`src/hdl/cpuPkg.sv`:
```
`default_nettype none

package cpuPkg;

    localparam int XLEN       = 32;
    localparam int REG_ADDR_W = 5;
    localparam int T_W        = 3;

    localparam logic [XLEN-1:0]       PC_RESET = 32'h00003000;
    localparam logic [REG_ADDR_W-1:0] RA_REG   = 5'd31;

    typedef logic [REG_ADDR_W-1:0] regNum_t;
    typedef logic [XLEN-1:0]       word_t;

    typedef enum logic [3:0] {
        OP_NOP,   // must stay zero, bubbles rely on it
        OP_ADDU,
        OP_SUBU,
        OP_ORI,
        OP_LUI,
        OP_LW,
        OP_SW,
        OP_BEQ,
        OP_JAL,
        OP_JR
    } opcode_t;

    typedef enum logic [1:0] {
        SRC_ALU,
        SRC_MEM,
        SRC_PC8
    } regSrc_t;

    typedef enum logic [1:0] {
        FWD_NONE,
        FWD_FROM_E,
        FWD_FROM_M,
        FWD_FROM_W
    } fwdSel_t;

    typedef struct packed {
        opcode_t               op;
        logic                  regWrite;
        regNum_t               writeNum;
        regSrc_t               regSrc;
        logic                  useImm;
        logic                  memWrite;
        logic signed [T_W-1:0] tUseRs;
        logic signed [T_W-1:0] tUseRt;
        logic signed [T_W-1:0] tNew;   // counted from decode
    } ctrl_t;

    typedef struct packed {
        word_t pc;
        word_t instr;
    } fdReg_t;

    typedef struct packed {
        word_t   pc;
        regNum_t rs;
        regNum_t rt;
        word_t   rsData;
        word_t   rtData;
        word_t   imm;
        ctrl_t   ctrl;
    } deReg_t;

    typedef struct packed {
        word_t   pc;
        regNum_t rt;
        word_t   rtData;
        word_t   aluResult;
        ctrl_t   ctrl;
    } emReg_t;

    typedef struct packed {
        word_t pc;
        word_t aluResult;
        word_t memData;
        ctrl_t ctrl;
    } mwReg_t;

endpackage

`default_nettype wire

```
`src/hdl/decoder.sv`:
```
`timescale 1ns/1ps
`default_nettype none

module decoder (
    input  wire cpuPkg::word_t instr,
    output cpuPkg::ctrl_t      ctrl,
    output cpuPkg::word_t      imm
);
    import cpuPkg::*;

    logic [5:0] opField;
    logic [5:0] funct;
    regNum_t    rt;
    regNum_t    rd;
    opcode_t    op;

    assign opField = instr[31:26];
    assign funct   = instr[5:0];
    assign rt      = instr[20:16];
    assign rd      = instr[15:11];

    always_comb begin
        case (opField)
            6'b000000: begin
                case (funct)
                    6'b100001: op = OP_ADDU;
                    6'b100011: op = OP_SUBU;
                    6'b001000: op = OP_JR;
                    default:   op = OP_NOP;   // sll and unknown funct
                endcase
            end
            6'b001101: op = OP_ORI;
            6'b001111: op = OP_LUI;
            6'b100011: op = OP_LW;
            6'b101011: op = OP_SW;
            6'b000100: op = OP_BEQ;
            6'b000011: op = OP_JAL;
            default:   op = OP_NOP;
        endcase
    end

    always_comb begin
        ctrl        = '0;
        ctrl.op     = op;
        ctrl.tUseRs = 3'sd3;   // operand not read
        ctrl.tUseRt = 3'sd3;
        case (op)
            OP_ADDU, OP_SUBU: begin
                ctrl.regWrite = 1'b1;
                ctrl.writeNum = rd;
                ctrl.tUseRs   = 3'sd1;
                ctrl.tUseRt   = 3'sd1;
                ctrl.tNew     = 3'sd2;
            end
            OP_ORI, OP_LUI: begin
                ctrl.regWrite = 1'b1;
                ctrl.writeNum = rt;
                ctrl.useImm   = 1'b1;
                ctrl.tUseRs   = (op == OP_ORI) ? 3'sd1 : 3'sd3;   // lui ignores rs
                ctrl.tNew     = 3'sd2;
            end
            OP_LW: begin
                ctrl.regWrite = 1'b1;
                ctrl.writeNum = rt;
                ctrl.regSrc   = SRC_MEM;
                ctrl.useImm   = 1'b1;
                ctrl.tUseRs   = 3'sd1;
                ctrl.tNew     = 3'sd3;
            end
            OP_SW: begin
                ctrl.memWrite = 1'b1;
                ctrl.useImm   = 1'b1;
                ctrl.tUseRs   = 3'sd1;
                ctrl.tUseRt   = 3'sd2;   // data needed only in memory
            end
            OP_BEQ: begin
                ctrl.tUseRs = 3'sd0;
                ctrl.tUseRt = 3'sd0;
            end
            OP_JAL: begin
                ctrl.regWrite = 1'b1;
                ctrl.writeNum = RA_REG;
                ctrl.regSrc   = SRC_PC8;
                ctrl.tNew     = 3'sd1;
            end
            OP_JR: ctrl.tUseRs = 3'sd0;
            default: ;
        endcase
    end

    always_comb begin
        case (op)
            OP_ORI:               imm = {16'b0, instr[15:0]};
            OP_LUI:               imm = {instr[15:0], 16'b0};
            OP_LW, OP_SW, OP_BEQ: imm = {{16{instr[15]}}, instr[15:0]};
            default:              imm = '0;
        endcase
    end

endmodule

`default_nettype wire

```
`src/hdl/regFile.sv`:
```
`timescale 1ns/1ps
`default_nettype none

module regFile (
    input  wire                  clk,
    input  wire                  rstN,
    input  wire cpuPkg::regNum_t rdNum1,
    input  wire cpuPkg::regNum_t rdNum2,
    input  wire                  wrEn,
    input  wire cpuPkg::regNum_t wrNum,
    input  wire cpuPkg::word_t   wrData,
    output cpuPkg::word_t        rdData1,
    output cpuPkg::word_t        rdData2
);
    import cpuPkg::*;

    word_t regs [2**REG_ADDR_W];

    always_ff @(posedge clk) begin
        if (!rstN) begin
            for (int i = 0; i < 2**REG_ADDR_W; i++) begin
                regs[i] <= '0;
            end
        end else if (wrEn && wrNum != '0) begin
            regs[wrNum] <= wrData;
        end
    end

    // writeback bypass into decode
    assign rdData1 = (rdNum1 == '0) ? '0 : (wrEn && wrNum == rdNum1) ? wrData : regs[rdNum1];
    assign rdData2 = (rdNum2 == '0) ? '0 : (wrEn && wrNum == rdNum2) ? wrData : regs[rdNum2];

endmodule

`default_nettype wire

```
`src/hdl/hazardUnit.sv`:
```
`timescale 1ns/1ps
`default_nettype none

module hazardUnit (
    input  wire cpuPkg::regNum_t dRs,
    input  wire cpuPkg::regNum_t dRt,
    input  wire cpuPkg::ctrl_t   dCtrl,
    input  wire cpuPkg::regNum_t eRs,
    input  wire cpuPkg::regNum_t eRt,
    input  wire cpuPkg::ctrl_t   eCtrl,
    input  wire cpuPkg::regNum_t mRt,
    input  wire cpuPkg::ctrl_t   mCtrl,
    input  wire cpuPkg::ctrl_t   wCtrl,
    output logic                 stall,
    output cpuPkg::fwdSel_t      fwdDRs,
    output cpuPkg::fwdSel_t      fwdDRt,
    output cpuPkg::fwdSel_t      fwdERs,
    output cpuPkg::fwdSel_t      fwdERt,
    output cpuPkg::fwdSel_t      fwdMRt
);
    import cpuPkg::*;

    logic signed [T_W-1:0] eRem;
    logic signed [T_W-1:0] mRem;

    // cycles left once the instruction is age stages past decode
    function automatic logic signed [T_W-1:0] remain(input ctrl_t c,
                                                     input logic signed [T_W-1:0] age);
        logic signed [T_W-1:0] r;
        r = c.tNew - age;
        return (r < 0) ? '0 : r;
    endfunction

    function automatic logic hits(input ctrl_t c, input regNum_t r);
        return c.regWrite && (c.writeNum == r) && (r != '0);
    endfunction

    // the younger stage shadows the older one even when not yet ready
    function automatic fwdSel_t choose(input logic hitA, input logic readyA, input fwdSel_t selA,
                                       input logic hitB, input logic readyB, input fwdSel_t selB);
        if (hitA) begin
            return readyA ? selA : FWD_NONE;
        end
        if (hitB && readyB) begin
            return selB;
        end
        return FWD_NONE;
    endfunction

    assign eRem = remain(eCtrl, 3'sd1);
    assign mRem = remain(mCtrl, 3'sd2);

    assign stall = (hits(eCtrl, dRs) && (eRem > dCtrl.tUseRs)) ||
                   (hits(eCtrl, dRt) && (eRem > dCtrl.tUseRt)) ||
                   (hits(mCtrl, dRs) && (mRem > dCtrl.tUseRs)) ||
                   (hits(mCtrl, dRt) && (mRem > dCtrl.tUseRt));

    assign fwdDRs = choose(hits(eCtrl, dRs), eRem == 0, FWD_FROM_E,
                           hits(mCtrl, dRs), mRem == 0, FWD_FROM_M);
    assign fwdDRt = choose(hits(eCtrl, dRt), eRem == 0, FWD_FROM_E,
                           hits(mCtrl, dRt), mRem == 0, FWD_FROM_M);
    assign fwdERs = choose(hits(mCtrl, eRs), mRem == 0, FWD_FROM_M,
                           hits(wCtrl, eRs), 1'b1, FWD_FROM_W);   // writeback always ready
    assign fwdERt = choose(hits(mCtrl, eRt), mRem == 0, FWD_FROM_M,
                           hits(wCtrl, eRt), 1'b1, FWD_FROM_W);
    assign fwdMRt = choose(hits(wCtrl, mRt), 1'b1, FWD_FROM_W,
                           1'b0, 1'b0, FWD_NONE);

endmodule

`default_nettype wire

```
`src/hdl/branchUnit.sv`:
```
`timescale 1ns/1ps
`default_nettype none

module branchUnit (
    input  wire cpuPkg::word_t fPc,
    input  wire cpuPkg::word_t dPc,
    input  wire cpuPkg::ctrl_t dCtrl,
    input  wire cpuPkg::word_t dInstr,
    input  wire cpuPkg::word_t rsData,
    input  wire cpuPkg::word_t rtData,
    input  wire cpuPkg::word_t imm,
    output cpuPkg::word_t      nextPc
);
    import cpuPkg::*;

    logic  equal;
    word_t seqPc;
    word_t branchTarget;

    assign equal        = (rsData == rtData);
    assign seqPc        = fPc + 32'd4;
    assign branchTarget = dPc + 32'd4 + {imm[XLEN-3:0], 2'b00};

    always_comb begin
        case (dCtrl.op)
            OP_BEQ:  nextPc = equal ? branchTarget : seqPc;
            OP_JAL:  nextPc = {fPc[31:28], dInstr[25:0], 2'b00};   // fPc is the delay slot
            OP_JR:   nextPc = rsData;
            default: nextPc = seqPc;
        endcase
    end

endmodule

`default_nettype wire

```
`src/hdl/alu.sv`:
```
`timescale 1ns/1ps
`default_nettype none

module alu (
    input  wire cpuPkg::word_t   a,
    input  wire cpuPkg::word_t   b,
    input  wire cpuPkg::opcode_t op,
    output cpuPkg::word_t        y
);
    import cpuPkg::*;

    always_comb begin
        case (op)
            OP_ADDU, OP_LW, OP_SW: y = a + b;   // address calc too
            OP_SUBU:               y = a - b;
            OP_ORI:                y = a | b;
            OP_LUI:                y = b;       // imm already shifted
            default:               y = '0;
        endcase
    end

endmodule

`default_nettype wire

```
`src/hdl/cpuTop.sv`:
```
`timescale 1ns/1ps
`default_nettype none

module cpuTop (
    input  wire                  clk,
    input  wire                  rstN,
    output cpuPkg::word_t        imAddr,
    input  wire cpuPkg::word_t   imData,
    output cpuPkg::word_t        dmAddr,
    output cpuPkg::word_t        dmWriteData,
    output logic                 dmWriteEn,
    input  wire cpuPkg::word_t   dmReadData,
    output logic                 grfWriteEn,
    output cpuPkg::regNum_t      grfWriteNum,
    output cpuPkg::word_t        grfWriteData,
    output cpuPkg::word_t        grfPc
);
    import cpuPkg::*;

    word_t   pc;
    word_t   nextPc;
    fdReg_t  fd;
    deReg_t  de;
    emReg_t  em;
    mwReg_t  mw;

    ctrl_t   dCtrl;
    word_t   dImm;
    regNum_t dRs;
    regNum_t dRt;
    word_t   dRsRaw;
    word_t   dRtRaw;
    word_t   dRsData;
    word_t   dRtData;

    word_t   eRsData;
    word_t   eRtData;
    word_t   aluB;
    word_t   aluY;
    word_t   mRtData;

    word_t   eFwd;
    word_t   mFwd;
    word_t   wData;

    logic    stall;
    fwdSel_t fwdDRs;
    fwdSel_t fwdDRt;
    fwdSel_t fwdERs;
    fwdSel_t fwdERt;
    fwdSel_t fwdMRt;

    function automatic word_t pickFwd(input fwdSel_t sel, input word_t raw,
                                      input word_t fromE, input word_t fromM,
                                      input word_t fromW);
        case (sel)
            FWD_FROM_E: return fromE;
            FWD_FROM_M: return fromM;
            FWD_FROM_W: return fromW;
            default:    return raw;
        endcase
    endfunction

    // fetch
    always_ff @(posedge clk) begin
        if (!rstN) begin
            pc <= PC_RESET;
            fd <= '0;
        end else if (!stall) begin
            pc <= nextPc;
            fd <= '{pc: pc, instr: imData};
        end
    end

    assign imAddr = pc;

    // decode
    assign dRs = fd.instr[25:21];
    assign dRt = fd.instr[20:16];

    decoder uDecoder (
        .instr(fd.instr),
        .ctrl (dCtrl),
        .imm  (dImm)
    );

    regFile uRegFile (
        .clk    (clk),
        .rstN   (rstN),
        .rdNum1 (dRs),
        .rdNum2 (dRt),
        .wrEn   (grfWriteEn),
        .wrNum  (grfWriteNum),
        .wrData (wData),
        .rdData1(dRsRaw),
        .rdData2(dRtRaw)
    );

    hazardUnit uHazard (
        .dRs   (dRs),
        .dRt   (dRt),
        .dCtrl (dCtrl),
        .eRs   (de.rs),
        .eRt   (de.rt),
        .eCtrl (de.ctrl),
        .mRt   (em.rt),
        .mCtrl (em.ctrl),
        .wCtrl (mw.ctrl),
        .stall (stall),
        .fwdDRs(fwdDRs),
        .fwdDRt(fwdDRt),
        .fwdERs(fwdERs),
        .fwdERt(fwdERt),
        .fwdMRt(fwdMRt)
    );

    assign eFwd = de.pc + 32'd8;   // only jal is ready this early
    assign mFwd = (em.ctrl.regSrc == SRC_PC8) ? em.pc + 32'd8 : em.aluResult;

    assign dRsData = pickFwd(fwdDRs, dRsRaw, eFwd, mFwd, wData);
    assign dRtData = pickFwd(fwdDRt, dRtRaw, eFwd, mFwd, wData);

    branchUnit uBranch (
        .fPc   (pc),
        .dPc   (fd.pc),
        .dCtrl (dCtrl),
        .dInstr(fd.instr),
        .rsData(dRsData),
        .rtData(dRtData),
        .imm   (dImm),
        .nextPc(nextPc)
    );

    always_ff @(posedge clk) begin
        if (!rstN) begin
            de <= '0;
        end else if (stall) begin
            de <= '0;   // bubble
        end else begin
            de <= '{pc: fd.pc, rs: dRs, rt: dRt, rsData: dRsData, rtData: dRtData,
                    imm: dImm, ctrl: dCtrl};
        end
    end

    // execute
    assign eRsData = pickFwd(fwdERs, de.rsData, eFwd, mFwd, wData);
    assign eRtData = pickFwd(fwdERt, de.rtData, eFwd, mFwd, wData);
    assign aluB    = de.ctrl.useImm ? de.imm : eRtData;

    alu uAlu (
        .a (eRsData),
        .b (aluB),
        .op(de.ctrl.op),
        .y (aluY)
    );

    always_ff @(posedge clk) begin
        if (!rstN) begin
            em <= '0;
        end else begin
            em <= '{pc: de.pc, rt: de.rt, rtData: eRtData, aluResult: aluY, ctrl: de.ctrl};
        end
    end

    // memory
    assign mRtData     = pickFwd(fwdMRt, em.rtData, eFwd, mFwd, wData);
    assign dmAddr      = em.aluResult;
    assign dmWriteData = mRtData;
    assign dmWriteEn   = em.ctrl.memWrite;

    always_ff @(posedge clk) begin
        if (!rstN) begin
            mw <= '0;
        end else begin
            mw <= '{pc: em.pc, aluResult: em.aluResult, memData: dmReadData, ctrl: em.ctrl};
        end
    end

    // writeback
    always_comb begin
        case (mw.ctrl.regSrc)
            SRC_MEM: wData = mw.memData;
            SRC_PC8: wData = mw.pc + 32'd8;
            default: wData = mw.aluResult;
        endcase
    end

    assign grfWriteEn   = mw.ctrl.regWrite && (mw.ctrl.writeNum != '0);
    assign grfWriteNum  = mw.ctrl.writeNum;
    assign grfWriteData = wData;
    assign grfPc        = mw.pc;

endmodule

`default_nettype wire

```
`config.mk`:
```
export PLATFORM = sky130hd
export DESIGN_NAME = cpuTop
export DESIGN_NICKNAME = d
export VERILOG_FILES = /design/src/hdl/cpuPkg.sv /design/src/hdl/decoder.sv /design/src/hdl/regFile.sv /design/src/hdl/hazardUnit.sv /design/src/hdl/branchUnit.sv /design/src/hdl/alu.sv /design/src/hdl/cpuTop.sv
export SDC_FILE = /design/constraint.sdc
export NUM_CORES = 2
export LEC_CHECK = 0
export BUFFER_PORTS_ARGS = -buffer_cell sky130_fd_sc_hd__buf_2
export CELL_PAD_IN_SITES_DETAIL_PLACEMENT = 1
export CELL_PAD_IN_SITES_GLOBAL_PLACEMENT = 1
export CORE_MARGIN = 10
export CORE_UTILIZATION = 45
export CTS_CLUSTER_DIAMETER = 120
export DETAILED_ROUTE_END_ITERATION = 10
export PLACE_DENSITY = 0.8
export SYNTH_ARGS = -nofsm -noshare
export SYNTH_HDL_FRONTEND = slang
export SYNTH_HIERARCHICAL = 1
export SYNTH_SLANG_ARGS = --single-unit
```
`constraint.sdc`:
```
create_clock -name clk -period 6.3 [get_ports clk]
set_input_delay 1.575 -clock clk [delete_from_list [all_inputs] [get_ports clk]]
set_output_delay 1.575 -clock clk [all_outputs]
set_load 0.005 [all_outputs]
```
Word-level counts from Yosys, hierarchy flattened:

Memory sizes are Yosys's and may differ from the RTL's. A register that Yosys moved wholly into a read port is not among the register bits.
Index checks and enable logic that the tools add are counted.

* bits in registers: 468
* latch bits: 0
* bits in writable memories: 1024
* memory bits (read-only): 0
* input bits: 66
* logic and storage cells: 233
* memories kept: 1

Memories
* uRegFile.regs: depth 32, width 32, rd ports 2, clocked after Yosys merged registers in 2, write ports 32, line regFile.sv:17 `word_t regs [2**REG_ADDR_W];`

* add/sub/neg operators: 10
* multiply operators: 0
* divide/modulo/power cells: 0
* $lt $le $gt $ge: 6
* equal/unequal tests: 54
* shift-type cells: 0
* multiplexer cells: 72
* bitwise logic cells: 4
* reductions and logical operators: 54

Operators with widths (count)
* 32-bit case mux with 3 select lines: 7
* 32-bit 2-to-1 mux: 8
* 32-bit case mux with 4 select lines: 1
* 32-bit by 4-bit adder with 32-bit output, second input constant: 3
* 32-bit by 3-bit adder with 32-bit output, second input constant: 2
* 32-bit adder: 2
* 32-bit logical NOT: 2
* 32-bit case mux with 2 select lines: 1
* 5-bit equality test: 11
* 2-bit 2-to-1 mux: 20
* 32-bit equality test: 1
* 32-bit bitwise OR: 1
* 32-bit OR reduction: 1
* 32-bit subtractor: 1
* 5-bit nonzero test: 6
* 4-bit by 3-bit equality test with 1-bit output, second input constant: 7
* 1-bit logical AND: 28
* 4-bit case mux with 7 select lines: 1
* 5-bit 2-to-1 mux: 5
* 2-bit equality test, second input constant: 12
* 6-bit equality test, second input constant: 4
* 1-bit 2-to-1 mux: 21
* 6-bit by 4-bit equality test with 1-bit output, second input constant: 3
* 6-bit case mux with 3 select lines: 1
* other kinds (23): 51

Logic depth before layout (Yosys ltp):

* depth after elaboration: 14
* gate-level depth with buffers: 29
* mapped depth without buffers: 26

Cells and area by module:

Netlist, hierarchy kept.

Modules (own cells, without submodules)
* regFile: instances 1, cells an instance 3818, area an instance 55316.8 µm²
* cpuTop: instances 1, cells an instance 2257, area an instance 22507.8 µm²
* branchUnit: instances 1, cells an instance 487, area an instance 3602.2 µm²
* alu: instances 1, cells an instance 429, area an instance 2796.4 µm²
* hazardUnit: instances 1, cells an instance 128, area an instance 980.9 µm²
* decoder: instances 1, cells an instance 108, area an instance 699.4 µm²

Worst setup path after synthesis:

No wires, ideal clock.

* kind: register -> register
* start point: register em[1] (netlist name)
* end point: register em (netlist bit dmAddr[31])
* data arrival time: 6.403 ns
* required time: 6.241 ns
* setup slack: -0.162 ns
* cell stages (with the launch flop): 27
* buffers on the path: 3
* period minus slack after synthesis: 6.462 ns
* path through: dfxtp_1 inv_1 ha_1 nand2b_1 nand2b_1 nor4b_1 or2_1 buf_1 clkbuf_1 mux4_2 mux2_2 or3_1 or4_1 or2_2 o31ai_1 nand2_1 xnor2_1 ha_1 clkbuf_1 nand2_1 nor2_1 nand4_1 o21ai_0 a221oi_1 or4_1 nand3_1 and2_1

* longest elaborated chain between the ends: 14
* elaborated cells on any way between the ends: 26
* classes of those cells: 3 x add/sub; 1 x order compare; 6 x eq/ne; 14 x mux; 1 x bitwise; 1 x reduce/logical

Ends and longest elaborated chain
* start: declaration: line cpuTop.sv:24 `emReg_t em;`
* start signal: assignment: line cpuTop.sv:161 `em <= '{pc: de.pc, rt: de.rt, rtData: eRtData, aluResult: aluY, ctrl: de.ctrl};`
* 3-bit subtractor *: line hazardUnit.sv:30 `r = c.tNew - age;`
* 3-bit by 1-bit less-than comparator with 1-bit output: line hazardUnit.sv:31 `return (r < 0) ? '0 : r;`
* 3-bit 2-to-1 mux *: line hazardUnit.sv:31
* 32-bit logical NOT *: line hazardUnit.sv:64 `assign fwdERt = choose(hits(mCtrl, eRt), mRem == 0, FWD_FROM_M,`
* 2-bit 2-to-1 mux *: line hazardUnit.sv:42 `return readyA ? selA : FWD_NONE;`
* 2-bit 2-to-1 mux *: line hazardUnit.sv:41 `if (hitA) begin`
* 2-bit 2-to-1 mux: line hazardUnit.sv:44 `if (hitB && readyB) begin`
* 2-bit 2-to-1 mux: line hazardUnit.sv:47 `return FWD_NONE;`
* 2-bit 2-to-1 mux *: line hazardUnit.sv:44
* via fwdERt[1]: line cpuTop.sv:50 `fwdSel_t fwdERt;`
* 2-bit equality test / 2-bit by 1-bit equality test with 1-bit output (equally long branches): line cpuTop.sv:56 `case (sel)`
* 32-bit case mux with 3 select lines *: line cpuTop.sv:56
* 32-bit 2-to-1 mux *: line cpuTop.sv:148 `assign aluB = de.ctrl.useImm ? de.imm : eRtData;`
* via aluB[4]: line cpuTop.sv:38 `word_t aluB;`
* 32-bit subtractor / 32-bit adder (equally long branches): line alu.sv:15, alu.sv:14
* 32-bit case mux with 4 select lines *: line alu.sv:13 `case (op)`
* via aluY[31]: line cpuTop.sv:39 `word_t aluY;`

The timed path passes the listed nets; every way through them passes the cells marked *. The select of a mux whose other input is x is not followed.
A chain may end at the register's enable or synchronous reset.

Worst setup path in the final report:

* start point: register mw (netlist bit grfPc[25])
* end point: register pc[29], in the netlist imAddr[29]

* longest elaborated chain between the ends: 8
* elaborated cells on any way between the ends: 11
* classes of those cells: 1 x add/sub; 1 x eq/ne; 9 x mux

Ends and longest elaborated chain
* start: declaration: line cpuTop.sv:25 `mwReg_t mw;`
* start signal: assignment: line cpuTop.sv:175 `mw <= '{pc: em.pc, aluResult: em.aluResult, memData: dmReadData, ctrl: em.ctrl};`
* 32-bit by 4-bit adder with 32-bit output: line cpuTop.sv:183 `SRC_PC8: wData = mw.pc + 32'd8;`
* 32-bit case mux with 2 select lines: line cpuTop.sv:181 `case (mw.ctrl.regSrc)`
* 32-bit 2-to-1 mux (2 in series): line regFile.sv:31 `assign rdData2 = (rdNum2 == '0) ? '0 : (wrEn && wrNum == rdNum2) ? wrData : regs[rdNum2];`
* via dRtRaw[30]: line cpuTop.sv:32 `word_t dRtRaw;`
* 32-bit case mux with 3 select lines: line cpuTop.sv:56
* via dRtData[30]: line cpuTop.sv:34 `word_t dRtData;`
* 32-bit equality test: line branchUnit.sv:20 `assign equal = (rsData == rtData);`
* 32-bit 2-to-1 mux: line branchUnit.sv:26 `OP_BEQ: nextPc = equal ? branchTarget : seqPc;`
* 32-bit case mux with 3 select lines: line branchUnit.sv:25 `case (dCtrl.op)`
* via nextPc[29]: line cpuTop.sv:21 `word_t nextPc;`
* end signal: assignment: line cpuTop.sv:70 `pc <= nextPc;`
* end: declaration: line cpuTop.sv:20 `word_t pc;`

The timed path passes the listed nets, and every way through them passes these cells.

==> impl_results.md <==
- Total power divided by cell area: 257 nW/um^2
- Internal power contribution: 18.1 mW
- Fmax achieved: 159 MHz
- Wire per inst: 38.5 um
- Maximum clock skew at final layout: 77.3 ps
- Number of antenna violations at the first check in global routing: 40
- Wire length of the first global-routing pass: 548000 um
- Crit path max-delay cell type: sky130_fd_sc_hd__or4_1
- Max transition margin: 6.48%
- Data required, critical path: 7000 ps
- Endpoint kind of the worst setup timing path: flop
- Placement Rows: 159
- IO buf count: 232
- X dimension of the die: 455 um
- Total Power: 25.3 mW
- Remaining antenna violation count: 0
- Max Fanout on Critical Path: 9
- Netlist area before placement: 85100 sq um
- Gate family responsible for the most delay along the worst path: simple AND/OR/NAND/NOR gates
- Post-layout net count: 7774
- R2r endpoint: imAddr[29]$_SDFFE_PN0N_
- Hold-fix buffer count after cts: 0
- Count of clock tree sinks: 1492
- Launching element type of the critical path: flop
- Total routing resource utilization after global routing: 36.9%
- Via count normalized by instance count: 6.88
- Longest individual stage delay on the worst path: 620 ps
- Total via count in the routed design: 70500
- Final Hold Fails: 0
- Clock transition at the register clock pins on the worst setup and hold paths after CTS: 60 ps
- Final WL: 394000 um
- Transition time of the tightest slew-check pin: 1400 ps
- First-pass detailed-route iteration total: 7
- DPL Wire Length: 276000 um
- Total overflow reported by the global router: 0
- Setup Viol. Count Final: 0
- Highest-count cells in the layout ignoring fill and taps: 1330 x sky130_fd_sc_hd__and2_1, 1024 x sky130_fd_sc_hd__edfxtp_1, 640 x sky130_fd_sc_hd__buf_4
- Worst hold path depth: 1
- Most common cell after layout, fill and taps aside: sky130_fd_sc_hd__and2_1
- Global placement routability congestion: 1.02
- Number of instances in the synthesized netlist: 7163
- Area overhead of the layout relative to synthesis: 15.8%
- Die footprint: 207000 sq um
- Sw power: 7.23 mW
- RSZ-0062 raised after global routing: yes
- CTS HTree Levels: 4
- Worst-case clock buffer depth: 3
- Cell type with the highest occurrence count on the critical path: sky130_fd_sc_hd__inv_1
- Comb power frac: 15.7%
- Hold-critical path endpoint: dmWriteEn$_SDFF_PN0_
- Buf+Inv Stages, Crit Path: 4
- Leak pwr: 36.9 nW
- Status: completed
- Hold/Removal Path Class: flop to flop
- Root Buffer: sky130_fd_sc_hd__clkbuf_16
- Number of placed cells counting well taps: 9917
- Syn_area_per_cell: 11.9 sq um
- Max-slew violation total from the final report: 0
- Worst min-delay path startpoint: de[9]$_SDFF_PP0_
- Clk_lat worst skew: 900 ps
- Count of fill cells added during filler insertion: 19400
- CTS tree: yes
- Reg2Reg Depth: 20
- Final worst path period need: 6290 ps
- Number of DRC markers after the initial detailed-route iteration: 10200
- Final instance count without filler cells: 10300
- Pin count of the biggest net entering global routing: 123
- Tcrit/Tclk final: 99.9%
- Arrival time worst endpoint: 6990 ps
- Worst-case vdd ir drop: 0.222 mV
- Maxcap violations: 0
- Number of global-route vias before repair: 71300
- Remaining design rule violation count: 0
- Number of buffers created by CTS: 169
- Die Y-Extent: 455 um
- Relative contribution of sequential cells to total power: 43.9%
- Core area: 188000 sq um
- Number of top-level pins: 233
- Net Sw Frac: 28.6%
- Path type of the worst setup path: flop to flop
- Critical R2R Launch: grfPc[25]$_SDFF_PN0_
- Synth warnings: 6
- Share of layout cells above drive strength 1: 24.6%
- Cells along the critical path: nand4_1, or4_1, nor4b_1, nor3_1, buf_4, inv_1, a32o_1, inv_1, mux4_2, inv_1, xor2_1, nor4_1, nand4_1, or3_1, nand2_1, o22ai_1, a211oi_1, o21ai_1, mux2i_1, nor2_1
- Worst-case register-to-register setup slack: 8 ps
- Initial standard-cell utilization of the core: 45.3%
- Clock network fraction of design power: 40.4%
-- routing by layer --
metal | wire (um) | track usage [%] | up-vias
met2 | 176000 | 57.4 | 5444
met5 | 297 | 0.368 | -
li1 | - | - | 27700
met4 | 35000 | 26.3 | 36
met1 | 135000 | 43.2 | 35700
met3 | 47700 | 11.9 | 1654
-- what timing repair did --
| action | 4_1_cts | 5_1_grt |
|---|---|---|
| gates resized for setup | 26 | 24 |
| endpoints found under the setup margin | 10 | 35 |
| pin swaps | 11 | 17 |
| buffers inserted | 2 | 5 |
| endpoints found under the hold margin | 0 | 0 |
-- registers in the layout, summed over array words and instances (netlist names) --
register       cells
uRegFile/regs   1024
de               155
em                80
mw                67
fd                54
dmAddr            32
grfPc             32
imAddr            32
dRs                5
dRt                5
grfWriteNum        5
dmWriteEn          1
-- worst max path at each step --
stage	slack, ps	endpoint	startpoint	cells past startpoint
after floorplan	20	dmAddr[27]$_SDFF_PN0_	grfWriteNum[0]$_SDFF_PN0_	24
after global placement	-280	dmAddr[29]$_SDFF_PN0_	de[123]$_SDFF_PP0_	28
after detailed placement	-320	dmAddr[27]$_SDFF_PN0_	de[121]$_SDFF_PP0_	25
after CTS	8	dmAddr[30]$_SDFF_PN0_	em[17]$_SDFF_PN0_	26
after global routing	-150	dmAddr[27]$_SDFF_PN0_	em[1]$_SDFF_PN0_	28
final	8	imAddr[29]$_SDFFE_PN0N_	grfPc[25]$_SDFF_PN0_	20
-- power by group through the flow --
stage / sequential (mW) / clock [mW] / combinational, mW
4_1_cts: 11.1 / 10.3 / 3.77
5_1_grt: 11.1 / 10.7 / 4.05
3_3_place_gp: 11.3 / 0 / 3.66
2_1_floorplan: 11.1 / 0 / 2.12
6_report: 11.1 / 10.2 / 3.97
3_5_place_dp: 11.3 / 0 / 3.72
-- layout make-up --
type | instances | area [sq um] | share of cell area [%]
multi-input combinational | 4934 | 42300 | 43.0
sequential | 1492 | 40200 | 40.8
timing repair buffer | 920 | 6900 | 7.01
clock buffer | 237 | 4730 | 4.80
tap | 2495 | 3120 | 3.17
clock inverter | 74 | 910 | 0.924
inverter | 83 | 319 | 0.324
antenna | 18 | 45.0 | 0.0457
-- metrics by stage --
stage	area (sq um)	util, %	hold WS, ps	setup TNS [ps]	setup WS [ps]
after floorplan	85200	-	412	0	22.5
after global placement	92500	49.3	425	-1160	-276
after detailed placement	92500	49.3	427	-1750	-316
after CTS	98300	52.3	440	0	7.87
after global routing	98500	52.4	485	-550	-148
final	98500	52.4	437	0	7.67
(Power assumes the default switching activity.)
